File: src/hw/cpu_pkg.sv
package cpu_pkg;

  localparam int XLen = 32;
  localparam int NumRegs = 32;

  typedef logic [XLen-1:0] word_t;
  typedef logic [31:0] inst_t;
  typedef logic [$clog2(NumRegs)-1:0] regaddr_t;
  typedef logic [2:0] aluop_t;

  // ALU operations
  localparam aluop_t AluAdd = 3'd0;
  localparam aluop_t AluSub = 3'd1;
  localparam aluop_t AluAnd = 3'd2;
  localparam aluop_t AluOr = 3'd3;
  localparam aluop_t AluXor = 3'd4;
  localparam aluop_t AluSlt = 3'd5;
  localparam aluop_t AluPassB = 3'd6;

  // RV32I major opcodes in use
  localparam logic [6:0] OpLoad = 7'b0000011;
  localparam logic [6:0] OpStore = 7'b0100011;
  localparam logic [6:0] OpImm = 7'b0010011;
  localparam logic [6:0] OpReg = 7'b0110011;
  localparam logic [6:0] OpLui = 7'b0110111;
  localparam logic [6:0] OpBranch = 7'b1100011;
  localparam logic [6:0] OpJal = 7'b1101111;

endpackage

File: src/hw/cpu_ifs.sv
interface dec_ex_if
  import cpu_pkg::*;
();
  logic valid;
  word_t pc;
  aluop_t aluop;
  word_t opa;
  word_t opb;
  word_t store_data;
  // Zero index means the operand is not taken from a register
  regaddr_t rs1;
  regaddr_t rs2;
  regaddr_t rd;
  logic we;
  logic mem_rd;
  logic mem_wr;
  logic link;

  modport src(
      output valid, pc, aluop, opa, opb, store_data, rs1, rs2, rd, we, mem_rd, mem_wr, link
  );
  modport dst(
      input valid, pc, aluop, opa, opb, store_data, rs1, rs2, rd, we, mem_rd, mem_wr, link
  );
endinterface

interface ex_mem_if
  import cpu_pkg::*;
();
  regaddr_t rd;
  logic we;
  logic mem_rd;
  logic mem_wr;
  // ALU result, also the data address of loads and stores
  word_t result;
  word_t store_data;

  modport src(output rd, we, mem_rd, mem_wr, result, store_data);
  modport dst(input rd, we, mem_rd, mem_wr, result, store_data);
endinterface

File: src/hw/fetch.sv
module fetch
  import cpu_pkg::*;
#(
  parameter int InstrAddrWidth = 12
) (
  input  logic                      clk,
  input  logic                      rstn,
  input  logic                      hold_i,
  input  logic                      stall_i,
  input  logic                      redirect_i,
  input  word_t                     target_i,
  output word_t                     pc_o,
  output logic                      inst_read_o,
  output logic [InstrAddrWidth-1:0] inst_addr_o
);

  word_t pc_q;
  word_t req_pc;
  logic  adv;

  // A redirect goes out in the same cycle so only one slot is lost
  assign req_pc = redirect_i ? target_i : pc_q;
  assign adv = !hold_i && !stall_i;

  // One read every cycle, the address simply holds while frozen
  assign inst_read_o = 1'b1;
  assign inst_addr_o = req_pc[InstrAddrWidth-1:0];

  always_ff @(posedge clk or negedge rstn) begin
    if (!rstn) begin
      pc_q <= '0;
      pc_o <= '0;
    end else if (adv) begin
      pc_q <= req_pc + word_t'(4);
      // PC of the word that arrives next cycle
      pc_o <= req_pc;
    end
  end

  assert property (@(posedge clk) disable iff (!rstn) pc_o[1:0] == 2'b00);

endmodule

File: src/hw/decode.sv
module decode
  import cpu_pkg::*;
(
  input  logic     clk,
  input  logic     rstn,
  input  logic     hold_i,
  input  word_t    pc_i,
  input  inst_t    inst_i,
  input  word_t    rs1_data_i,
  input  word_t    rs2_data_i,
  output regaddr_t rs1_addr_o,
  output regaddr_t rs2_addr_o,
  output logic     stall_o,
  output logic     redirect_o,
  output word_t    target_o,
  dec_ex_if.src    dx
);

  logic id_valid, fetch_live, held, adv;
  word_t id_pc;
  inst_t id_inst, held_inst;
  regaddr_t rd, prev_rd;
  logic prev_we;
  word_t i_imm, s_imm, b_imm, u_imm, j_imm, imm;
  aluop_t aluop;
  logic use_imm, use_rs1, use_rs2, we, mem_rd, mem_wr, is_branch, is_jal;
  logic ex_hit, mem_hit, taken;

  function automatic aluop_t f3_op(logic [2:0] f3, logic sub);
    aluop_t op;
    case (f3)
      3'b010:  op = AluSlt;
      3'b100:  op = AluXor;
      3'b110:  op = AluOr;
      3'b111:  op = AluAnd;
      default: op = sub ? AluSub : AluAdd;
    endcase
    return op;
  endfunction

  assign adv = !hold_i && !stall_o;

  // IF/ID, with a buffer for the word that arrives while the stage is held
  always_ff @(posedge clk or negedge rstn) begin
    if (!rstn) begin
      id_valid <= 1'b0;
      fetch_live <= 1'b0;
      held <= 1'b0;
    end else if (adv) begin
      id_valid <= fetch_live && !redirect_o;
      fetch_live <= 1'b1;
      held <= 1'b0;
    end else if (!held) begin
      held <= 1'b1;
    end
  end

  always_ff @(posedge clk) begin
    if (adv) begin
      id_pc <= pc_i;
      id_inst <= held ? held_inst : inst_i;
    end else if (!held) begin
      held_inst <= inst_i;
    end
  end

  assign rd = id_inst[11:7];
  assign rs1_addr_o = id_inst[19:15];
  assign rs2_addr_o = id_inst[24:20];

  assign i_imm = {{20{id_inst[31]}}, id_inst[31:20]};
  assign s_imm = {{20{id_inst[31]}}, id_inst[31:25], id_inst[11:7]};
  assign b_imm = {{20{id_inst[31]}}, id_inst[7], id_inst[30:25], id_inst[11:8], 1'b0};
  assign u_imm = {id_inst[31:12], 12'b0};
  assign j_imm = {{12{id_inst[31]}}, id_inst[19:12], id_inst[20], id_inst[30:21], 1'b0};

  always_comb begin
    aluop = AluAdd;
    imm = i_imm;
    use_imm = 1'b1;
    use_rs1 = 1'b0;
    use_rs2 = 1'b0;
    we = 1'b0;
    mem_rd = 1'b0;
    mem_wr = 1'b0;
    is_branch = 1'b0;
    is_jal = 1'b0;
    case (id_inst[6:0])
      OpReg: begin
        aluop = f3_op(id_inst[14:12], id_inst[30]);
        use_imm = 1'b0;
        use_rs1 = 1'b1;
        use_rs2 = 1'b1;
        we = 1'b1;
      end
      OpImm: begin
        aluop = f3_op(id_inst[14:12], 1'b0);
        use_rs1 = 1'b1;
        we = 1'b1;
      end
      OpLui: begin
        aluop = AluPassB;
        imm = u_imm;
        we = 1'b1;
      end
      OpLoad: begin
        use_rs1 = 1'b1;
        we = 1'b1;
        mem_rd = 1'b1;
      end
      OpStore: begin
        imm = s_imm;
        use_rs1 = 1'b1;
        use_rs2 = 1'b1;
        mem_wr = 1'b1;
      end
      OpBranch: begin
        use_rs1 = 1'b1;
        use_rs2 = 1'b1;
        is_branch = 1'b1;
      end
      OpJal: begin
        we = 1'b1;
        is_jal = 1'b1;
      end
      default: ;
    endcase
  end

  // Producers still in EX or MEM, never x0
  assign ex_hit = dx.valid && dx.we &&
                  ((use_rs1 && dx.rd == rs1_addr_o) || (use_rs2 && dx.rd == rs2_addr_o));
  assign mem_hit = prev_we &&
                   ((use_rs1 && prev_rd == rs1_addr_o) || (use_rs2 && prev_rd == rs2_addr_o));
  assign stall_o = id_valid && ((ex_hit && (dx.mem_rd || is_branch)) || (mem_hit && is_branch));

  // BNE is funct3 001, BEQ 000
  assign taken = id_valid &&
                 (is_jal || (is_branch && ((rs1_data_i == rs2_data_i) ^ id_inst[12])));
  assign redirect_o = taken && !stall_o;
  assign target_o = id_pc + (is_jal ? j_imm : b_imm);

  always_ff @(posedge clk or negedge rstn) begin
    if (!rstn) begin
      dx.valid <= 1'b0;
      dx.we <= 1'b0;
      dx.mem_rd <= 1'b0;
      dx.mem_wr <= 1'b0;
      dx.link <= 1'b0;
      prev_we <= 1'b0;
    end else if (!hold_i) begin
      dx.valid <= id_valid && !stall_o;
      dx.we <= we && rd != '0;
      dx.mem_rd <= mem_rd;
      dx.mem_wr <= mem_wr;
      dx.link <= is_jal;
      // Mirrors the EX/MEM write flag
      prev_we <= dx.valid && dx.we;
    end
  end

  always_ff @(posedge clk) begin
    if (!hold_i) begin
      dx.pc <= id_pc;
      dx.aluop <= aluop;
      dx.opa <= rs1_data_i;
      dx.opb <= use_imm ? imm : rs2_data_i;
      dx.store_data <= rs2_data_i;
      dx.rs1 <= use_rs1 ? rs1_addr_o : '0;
      dx.rs2 <= use_rs2 ? rs2_addr_o : '0;
      dx.rd <= rd;
      prev_rd <= dx.rd;
    end
  end

  // A load-use stall lasts a single cycle
  assert property (@(posedge clk) disable iff (!rstn)
    stall_o && !hold_i && !is_branch |=> !stall_o);

endmodule

File: src/hw/execute.sv
module execute
  import cpu_pkg::*;
(
  input  logic     clk,
  input  logic     rstn,
  input  logic     hold_i,
  input  regaddr_t wb_rd_i,
  input  logic     wb_we_i,
  input  word_t    wb_data_i,
  dec_ex_if.dst    dx,
  ex_mem_if.src    xm
);

  word_t op_a, op_b, rs2_val, alu_out, result;

  // EX/MEM wins over WB, a load in EX/MEM has no data yet
  function automatic word_t fwd(regaddr_t rs, word_t base);
    word_t val;
    val = base;
    if (xm.we && !xm.mem_rd && xm.rd == rs) begin
      val = xm.result;
    end else if (wb_we_i && wb_rd_i == rs) begin
      val = wb_data_i;
    end
    return val;
  endfunction

  always_comb begin
    op_a = fwd(dx.rs1, dx.opa);
    // For a store rs2 feeds the store data, operand B stays the offset
    rs2_val = fwd(dx.rs2, dx.mem_wr ? dx.store_data : dx.opb);
    op_b = dx.mem_wr ? dx.opb : rs2_val;
  end

  always_comb begin
    case (dx.aluop)
      AluSub:   alu_out = op_a - op_b;
      AluAnd:   alu_out = op_a & op_b;
      AluOr:    alu_out = op_a | op_b;
      AluXor:   alu_out = op_a ^ op_b;
      AluSlt:   alu_out = {{(XLen - 1) {1'b0}}, $signed(op_a) < $signed(op_b)};
      AluPassB: alu_out = op_b;
      default:  alu_out = op_a + op_b;
    endcase
  end

  // JAL links pc+4
  assign result = dx.link ? dx.pc + word_t'(4) : alu_out;

  always_ff @(posedge clk or negedge rstn) begin
    if (!rstn) begin
      xm.we <= 1'b0;
      xm.mem_rd <= 1'b0;
      xm.mem_wr <= 1'b0;
    end else if (!hold_i) begin
      xm.we <= dx.valid && dx.we;
      xm.mem_rd <= dx.valid && dx.mem_rd;
      xm.mem_wr <= dx.valid && dx.mem_wr;
    end
  end

  always_ff @(posedge clk) begin
    if (!hold_i) begin
      xm.rd <= dx.rd;
      xm.result <= result;
      xm.store_data <= rs2_val;
    end
  end

endmodule

File: src/hw/mem_wb.sv
module mem_wb
  import cpu_pkg::*;
#(
  parameter int DataAddrWidth = 12
) (
  input  logic                     clk,
  input  logic                     rstn,
  input  logic                     hold_i,
  input  word_t                    data_in_i,
  output logic                     data_read_o,
  output logic                     data_write_o,
  output logic [DataAddrWidth-1:0] data_write_addr_o,
  output word_t                    data_out_o,
  output regaddr_t                 wb_rd_o,
  output logic                     wb_we_o,
  output word_t                    wb_data_o,
  ex_mem_if.dst                    xm
);

  logic  wb_load, ld_held;
  word_t wb_alu, ld_data;

  assign data_read_o = xm.mem_rd;
  assign data_write_o = xm.mem_wr;
  assign data_write_addr_o = xm.result[DataAddrWidth-1:0];
  assign data_out_o = xm.store_data;

  always_ff @(posedge clk or negedge rstn) begin
    if (!rstn) begin
      wb_we_o <= 1'b0;
      wb_load <= 1'b0;
    end else if (!hold_i) begin
      wb_we_o <= xm.we;
      wb_load <= xm.mem_rd;
    end
  end

  always_ff @(posedge clk) begin
    if (!hold_i) begin
      wb_rd_o <= xm.rd;
      wb_alu <= xm.result;
    end
  end

  // Keep load data seen in the first frozen cycle
  always_ff @(posedge clk or negedge rstn) begin
    if (!rstn) begin
      ld_held <= 1'b0;
    end else begin
      ld_held <= hold_i;
    end
  end

  always_ff @(posedge clk) begin
    if (hold_i && !ld_held) begin
      ld_data <= data_in_i;
    end
  end

  assign wb_data_o = !wb_load ? wb_alu : ld_held ? ld_data : data_in_i;

  assert property (@(posedge clk) disable iff (!rstn) !(data_read_o && data_write_o));

endmodule

File: src/hw/regfile.sv
module regfile
  import cpu_pkg::*;
(
  input  logic     clk,
  input  logic     rstn,
  input  logic     we_i,
  input  regaddr_t waddr_i,
  input  word_t    wdata_i,
  input  regaddr_t raddr1_i,
  input  regaddr_t raddr2_i,
  output word_t    rdata1_o,
  output word_t    rdata2_o
);

  // x0 has no storage
  word_t regs[1:NumRegs-1];

  function automatic word_t read_port(regaddr_t addr);
    word_t val;
    if (addr == '0) begin
      val = '0;
    end else if (we_i && waddr_i == addr) begin
      val = wdata_i;
    end else begin
      val = regs[addr];
    end
    return val;
  endfunction

  always_ff @(posedge clk or negedge rstn) begin
    if (!rstn) begin
      for (int i = 1; i < NumRegs; i++) begin
        regs[i] <= '0;
      end
    end else if (we_i && waddr_i != '0) begin
      regs[waddr_i] <= wdata_i;
    end
  end

  always_comb begin
    rdata1_o = read_port(raddr1_i);
    rdata2_o = read_port(raddr2_i);
  end

endmodule

File: src/hw/cpu.sv
module cpu
  import cpu_pkg::*;
#(
  parameter int InstrAddrWidth = 12,
  parameter int DataAddrWidth = 12
) (
  input  logic                      clk,
  input  logic                      rstn,
  // Instruction port
  input  inst_t                     inst_in_i,
  output logic                      inst_read_o,
  output logic [InstrAddrWidth-1:0] inst_addr_o,
  // Data port
  input  word_t                     data_in_i,
  output logic                      data_read_o,
  output logic                      data_write_o,
  output logic [ DataAddrWidth-1:0] data_write_addr_o,
  output word_t                     data_out_o,
  // Stall requests from the memories
  input  logic                      stallreq_from_imem,
  input  logic                      stallreq_from_dmem
);

  logic hold, stall, redirect;
  word_t fetch_pc, target;
  regaddr_t rs1_addr, rs2_addr, wb_rd;
  word_t rs1_data, rs2_data, wb_data;
  logic wb_we;

  dec_ex_if dx ();
  ex_mem_if xm ();

  // Either memory freezes the whole pipeline
  assign hold = stallreq_from_imem | stallreq_from_dmem;

  fetch #(
    .InstrAddrWidth(InstrAddrWidth)
  ) u_fetch (
    .clk        (clk),
    .rstn       (rstn),
    .hold_i     (hold),
    .stall_i    (stall),
    .redirect_i (redirect),
    .target_i   (target),
    .pc_o       (fetch_pc),
    .inst_read_o(inst_read_o),
    .inst_addr_o(inst_addr_o)
  );

  decode u_decode (
    .clk       (clk),
    .rstn      (rstn),
    .hold_i    (hold),
    .pc_i      (fetch_pc),
    .inst_i    (inst_in_i),
    .rs1_data_i(rs1_data),
    .rs2_data_i(rs2_data),
    .rs1_addr_o(rs1_addr),
    .rs2_addr_o(rs2_addr),
    .stall_o   (stall),
    .redirect_o(redirect),
    .target_o  (target),
    .dx        (dx.src)
  );

  execute u_execute (
    .clk      (clk),
    .rstn     (rstn),
    .hold_i   (hold),
    .wb_rd_i  (wb_rd),
    .wb_we_i  (wb_we),
    .wb_data_i(wb_data),
    .dx       (dx.dst),
    .xm       (xm.src)
  );

  mem_wb #(
    .DataAddrWidth(DataAddrWidth)
  ) u_mem_wb (
    .clk              (clk),
    .rstn             (rstn),
    .hold_i           (hold),
    .data_in_i        (data_in_i),
    .data_read_o      (data_read_o),
    .data_write_o     (data_write_o),
    .data_write_addr_o(data_write_addr_o),
    .data_out_o       (data_out_o),
    .wb_rd_o          (wb_rd),
    .wb_we_o          (wb_we),
    .wb_data_o        (wb_data),
    .xm               (xm.dst)
  );

  regfile u_regfile (
    .clk     (clk),
    .rstn    (rstn),
    .we_i    (wb_we),
    .waddr_i (wb_rd),
    .wdata_i (wb_data),
    .raddr1_i(rs1_addr),
    .raddr2_i(rs2_addr),
    .rdata1_o(rs1_data),
    .rdata2_o(rs2_data)
  );

endmodule

File: config.mk
export PLATFORM = sky130hd
export DESIGN_NAME = cpu
export DESIGN_NICKNAME = d
export VERILOG_FILES = /design/src/hw/cpu_pkg.sv /design/src/hw/cpu_ifs.sv /design/src/hw/fetch.sv /design/src/hw/decode.sv /design/src/hw/execute.sv /design/src/hw/mem_wb.sv /design/src/hw/regfile.sv /design/src/hw/cpu.sv
export SDC_FILE = /design/constraint.sdc
export NUM_CORES = 2
export LEC_CHECK = 0
export BUFFER_PORTS_ARGS = -buffer_cell sky130_fd_sc_hd__clkbuf_2
export CORE_ASPECT_RATIO = 1.1
export CORE_UTILIZATION = 45
export CTS_CLUSTER_SIZE = 25
export DETAILED_ROUTE_END_ITERATION = 7
export GPL_ROUTABILITY_DRIVEN = 0
export SLEW_MARGIN = 20
export SYNTH_ARGS = -nofsm -noshare
export SYNTH_HDL_FRONTEND = slang
export SYNTH_HIERARCHICAL = 1
export SYNTH_SLANG_ARGS = --single-unit
File: constraint.sdc
create_clock -name clk -period 19 [get_ports clk]
set_clock_uncertainty 0.15 [all_clocks]
set_input_delay 4.75 -clock clk [delete_from_list [all_inputs] [get_ports clk]]
set_output_delay 4.75 -clock clk [all_outputs]
set_load 0.005 [all_outputs]
==> flow_summary.toml <==
[logic_synthesis]
syn_avg_cell_area_sq_um = 12.7
syn_nets = 6740
synthFlopType = "dfrtp_1"
synth_cells = 6538
syn-cell-area_sq_um = 82900
synth_cell_type_count = 118
yosys.area.top_type = "dfrtp_1"
synth-edff-count = 385
ys_seq_area_share_pct = 46.2
yosys_warnings = 6
synth_area_leaders = "dfrtp_1 32%, mux2_2 15%, edfxtp_1 14%"
synthDominantCellAreaShare_pct = 32.3
async_reset_ff_share_pct = 73.5
synth-seq-cells = 1454

[clock_tree]
cts_sinks = 1454
post_cts_buffers = 0
cts.clk_slew.worst_paths_ns = 0.06
cts_tree = "yes"
holdBufCountCts = 0
cts_buffer_depth = 3
clk_latency_ns = 0.86
cts_inserted_buffers = 162
cts_resized = 0
htree_levels = 4
ctsRootBufferMaster = "clkbuf_16"

[die]
core-area_sq_um = 182000
row_count = 164
initial_core_util_pct = 45.5
fp.dieW_um = 411
die-area_sq_um = 186000
ioPinCount = 127
die_h_um = 452

[setup_path]
startpoint_type = "input pin"
path_common_cell = "buf_4"
cp-end-kind = "primary output"
reg2reg_from = "u_decode/id_inst[21]$_DFFE_PP_"
crit_type = "in2out"
r2r_end = "u_fetch/pc_q[31]$_DFFE_PN0P_"
crit_required_ns = 14.10
rr_worst_depth = 24
crit_path_top_delay_cell = "nor2_1"
crit_buf_inv = 6
cp_max_fo = 53
crit_start = "data_in_i[10]"
r2r_setup_slack_ns = 9.51
path_cells = "clkbuf_2, mux2i_1, a21oi_2, buf_4, nor2_1, nor3_1, xor2_1, nor4_1, nand4_1, nor2_1, xnor2_1, a21oi_1, nor3_2, buf_4, buf_4, mux2i_1, inv_1, clkbuf_2"
slowest_delay_ns = 0.67
critPathArrivalTime_ns = 10.06
crit_family = "simple AND/OR/NAND/NOR gates"

[sta]
grt_setup_unrepaired = "no"
worst_pin_slew_ns = 1.22
maxSlewViolCount = 0
fmax_ghz = 0.0669
finalSetupViolations = 0
hold_viol_final = 0
tns_ns = 0
max_slew_margin_pct = 18.4
finalCritPeriodShare_pct = 78.7
period_needed_ns = 14.96

[hold_path]
hold_depth = 0
hold_end = "u_decode/id_pc[14]$_DFFE_PP_"
hp-start = "u_fetch/pc_o[14]$_DFFE_PN0P_"
min_path_type = "reg2reg"

[layout]
top_register = "u_regfile/regs"
utilization_pct = 49.9
final_nets = 6569
drive_gt1_share_pct = 34.7
syn_to_final_growth_pct = 9.60
largest_reg_flops = 992

[global_route]
grt_overflow = 0
grtUsageTotal_pct = 32.3
grt_max_degree = 180
grt_antenna_before_repair = 12
grt_pass1_wl_um = 432000
first_global_vias = 59000

[power]
power.internal_w = 0.00576
power_switching_w = 0.00222
power.share.clock_pct = 40.7
comb_power_share_pct = 14.6
p_leak_nw = 34.9
ir_drop_mv = 0.0878
power_density_nw_per_um2 = 87.9
swShare_pct = 27.9
seqPwrFrac_pct = 44.6

[route]
initialDrtViolationCount = 7532
route.detailed.drc = 0
drtAntennaViolNets = 0
dr.pass1.iters = 7
num_vias = 59600
via_per_inst = 6.69
wl_per_cell_um = 34.0
drt-total-wl_um = 303000

[placement]
dp_hpwl_um = 184000
portBuffers = 125

[status]
outcome = "completed"

[job]
drv_cap = 0
-- kinds of logic after synthesis --
family / share of synthesized area, %
compound gates: 9.03
xor+xnor: 2.03
fa+ha+maj: 2.05
buf+inv: 4.40
flops: 46.2
mux: 29.7
other cells: 0.00452
simple gates: 6.57
-- through the flow --
step / instances / total power [W] / setup WS, ns / hold slack [ns] / instance area [sq um]
5_1_grt: 8910 / 0.00823 / 3.86 / 0.300 / 90800
3_5_place_dp: 8609 / 0.00476 / 4.23 / 0.281 / 85300
3_3_place_gp: 8606 / 0.00473 / 4.31 / 0.280 / 85200
4_1_cts: 8909 / 0.00800 / 4.20 / 0.295 / 90800
6_report: 8911 / 0.00799 / 4.04 / 0.291 / 90800
2_1_floorplan: 6538 / 0.00434 / 5.93 / 0.275 / 82900
-- area by class of cell --
type / count / area [sq um]
Tap cell: 2407 / 3010
Antenna cell: 1 / 2.50
Sequential cell: 1454 / 38300
Fill cell: 15800 / 91400
Clock buffer: 246 / 4840
Inverter: 128 / 485
Timing Repair Buffer: 291 / 2140
Clock inverter: 54 / 646
Multi-Input combinational cell: 4330 / 41400
-- synth_stat cells (all sizes together) (26+ instances only) --
cell    count
xnor2     103
nand3      70
buf       324
nor4       28
inv       125
a21oi     285
mux4      428
o31ai      26
a221oi     96
a22oi      33
clkbuf    302
dfrtp    1069
nand2     355
a211oi     62
and2       32
nor2b      39
mux2i     215
mux2     1136
a22o       54
o211ai     30
xor2       89
nor3      122
edfxtp    385
a21o       32
a31oi      28
nor2      328
nand4      32
a221o      59
o21ai     207
o22ai      43
and3       30
ha        131
-- power by group through the flow --
stage	clock network (W)	registers, W	logic [W]
floorplan	0	0.00356	0.000784
global placement	0	0.00361	0.00113
detailed placement	0	0.00362	0.00114
CTS	0.00329	0.00356	0.00115
global route	0.00341	0.00358	0.00124
finish	0.00325	0.00356	0.00117
-- metal layers --
metal | vias to the layer above | wire length (um) | global-route usage (%) | share of wire, %
li1 | 24400 | - | - | -
met1 | 31000 | 116000 | 42.2 | 38
met2 | 3350 | 134000 | 48.2 | 44
met3 | 870 | 31400 | 8.49 | 10
met4 | 12 | 20900 | 19.4 | 6.9
met5 | - | 96 | 0 | 0.032
-- worst max-delay path by stage --
stage / end / slack (ns) / cells after the start
after floorplan: inst_addr_o[1] / 5.93 / 19
after global routing: inst_addr_o[6] / 3.86 / 18
after detailed placement: inst_addr_o[6] / 4.23 / 18
after CTS: inst_addr_o[6] / 4.20 / 18
after global placement: inst_addr_o[6] / 4.31 / 18
final: inst_addr_o[6] / 4.04 / 18
-- cells in the final DEF (no fill, tap or decap), types with 131 or more instances in the layout --
master / instances
a21oi_1: 248
buf_4: 148
clkbuf_16: 167
dfrtp_1: 1065
edfxtp_1: 385
ha_1: 131
mux2_2: 1135
mux2i_1: 215
mux4_2: 419
nand2_1: 338
nor2_1: 308
o21ai_0: 193
Note: power is estimated with default switching activity, not from simulation.
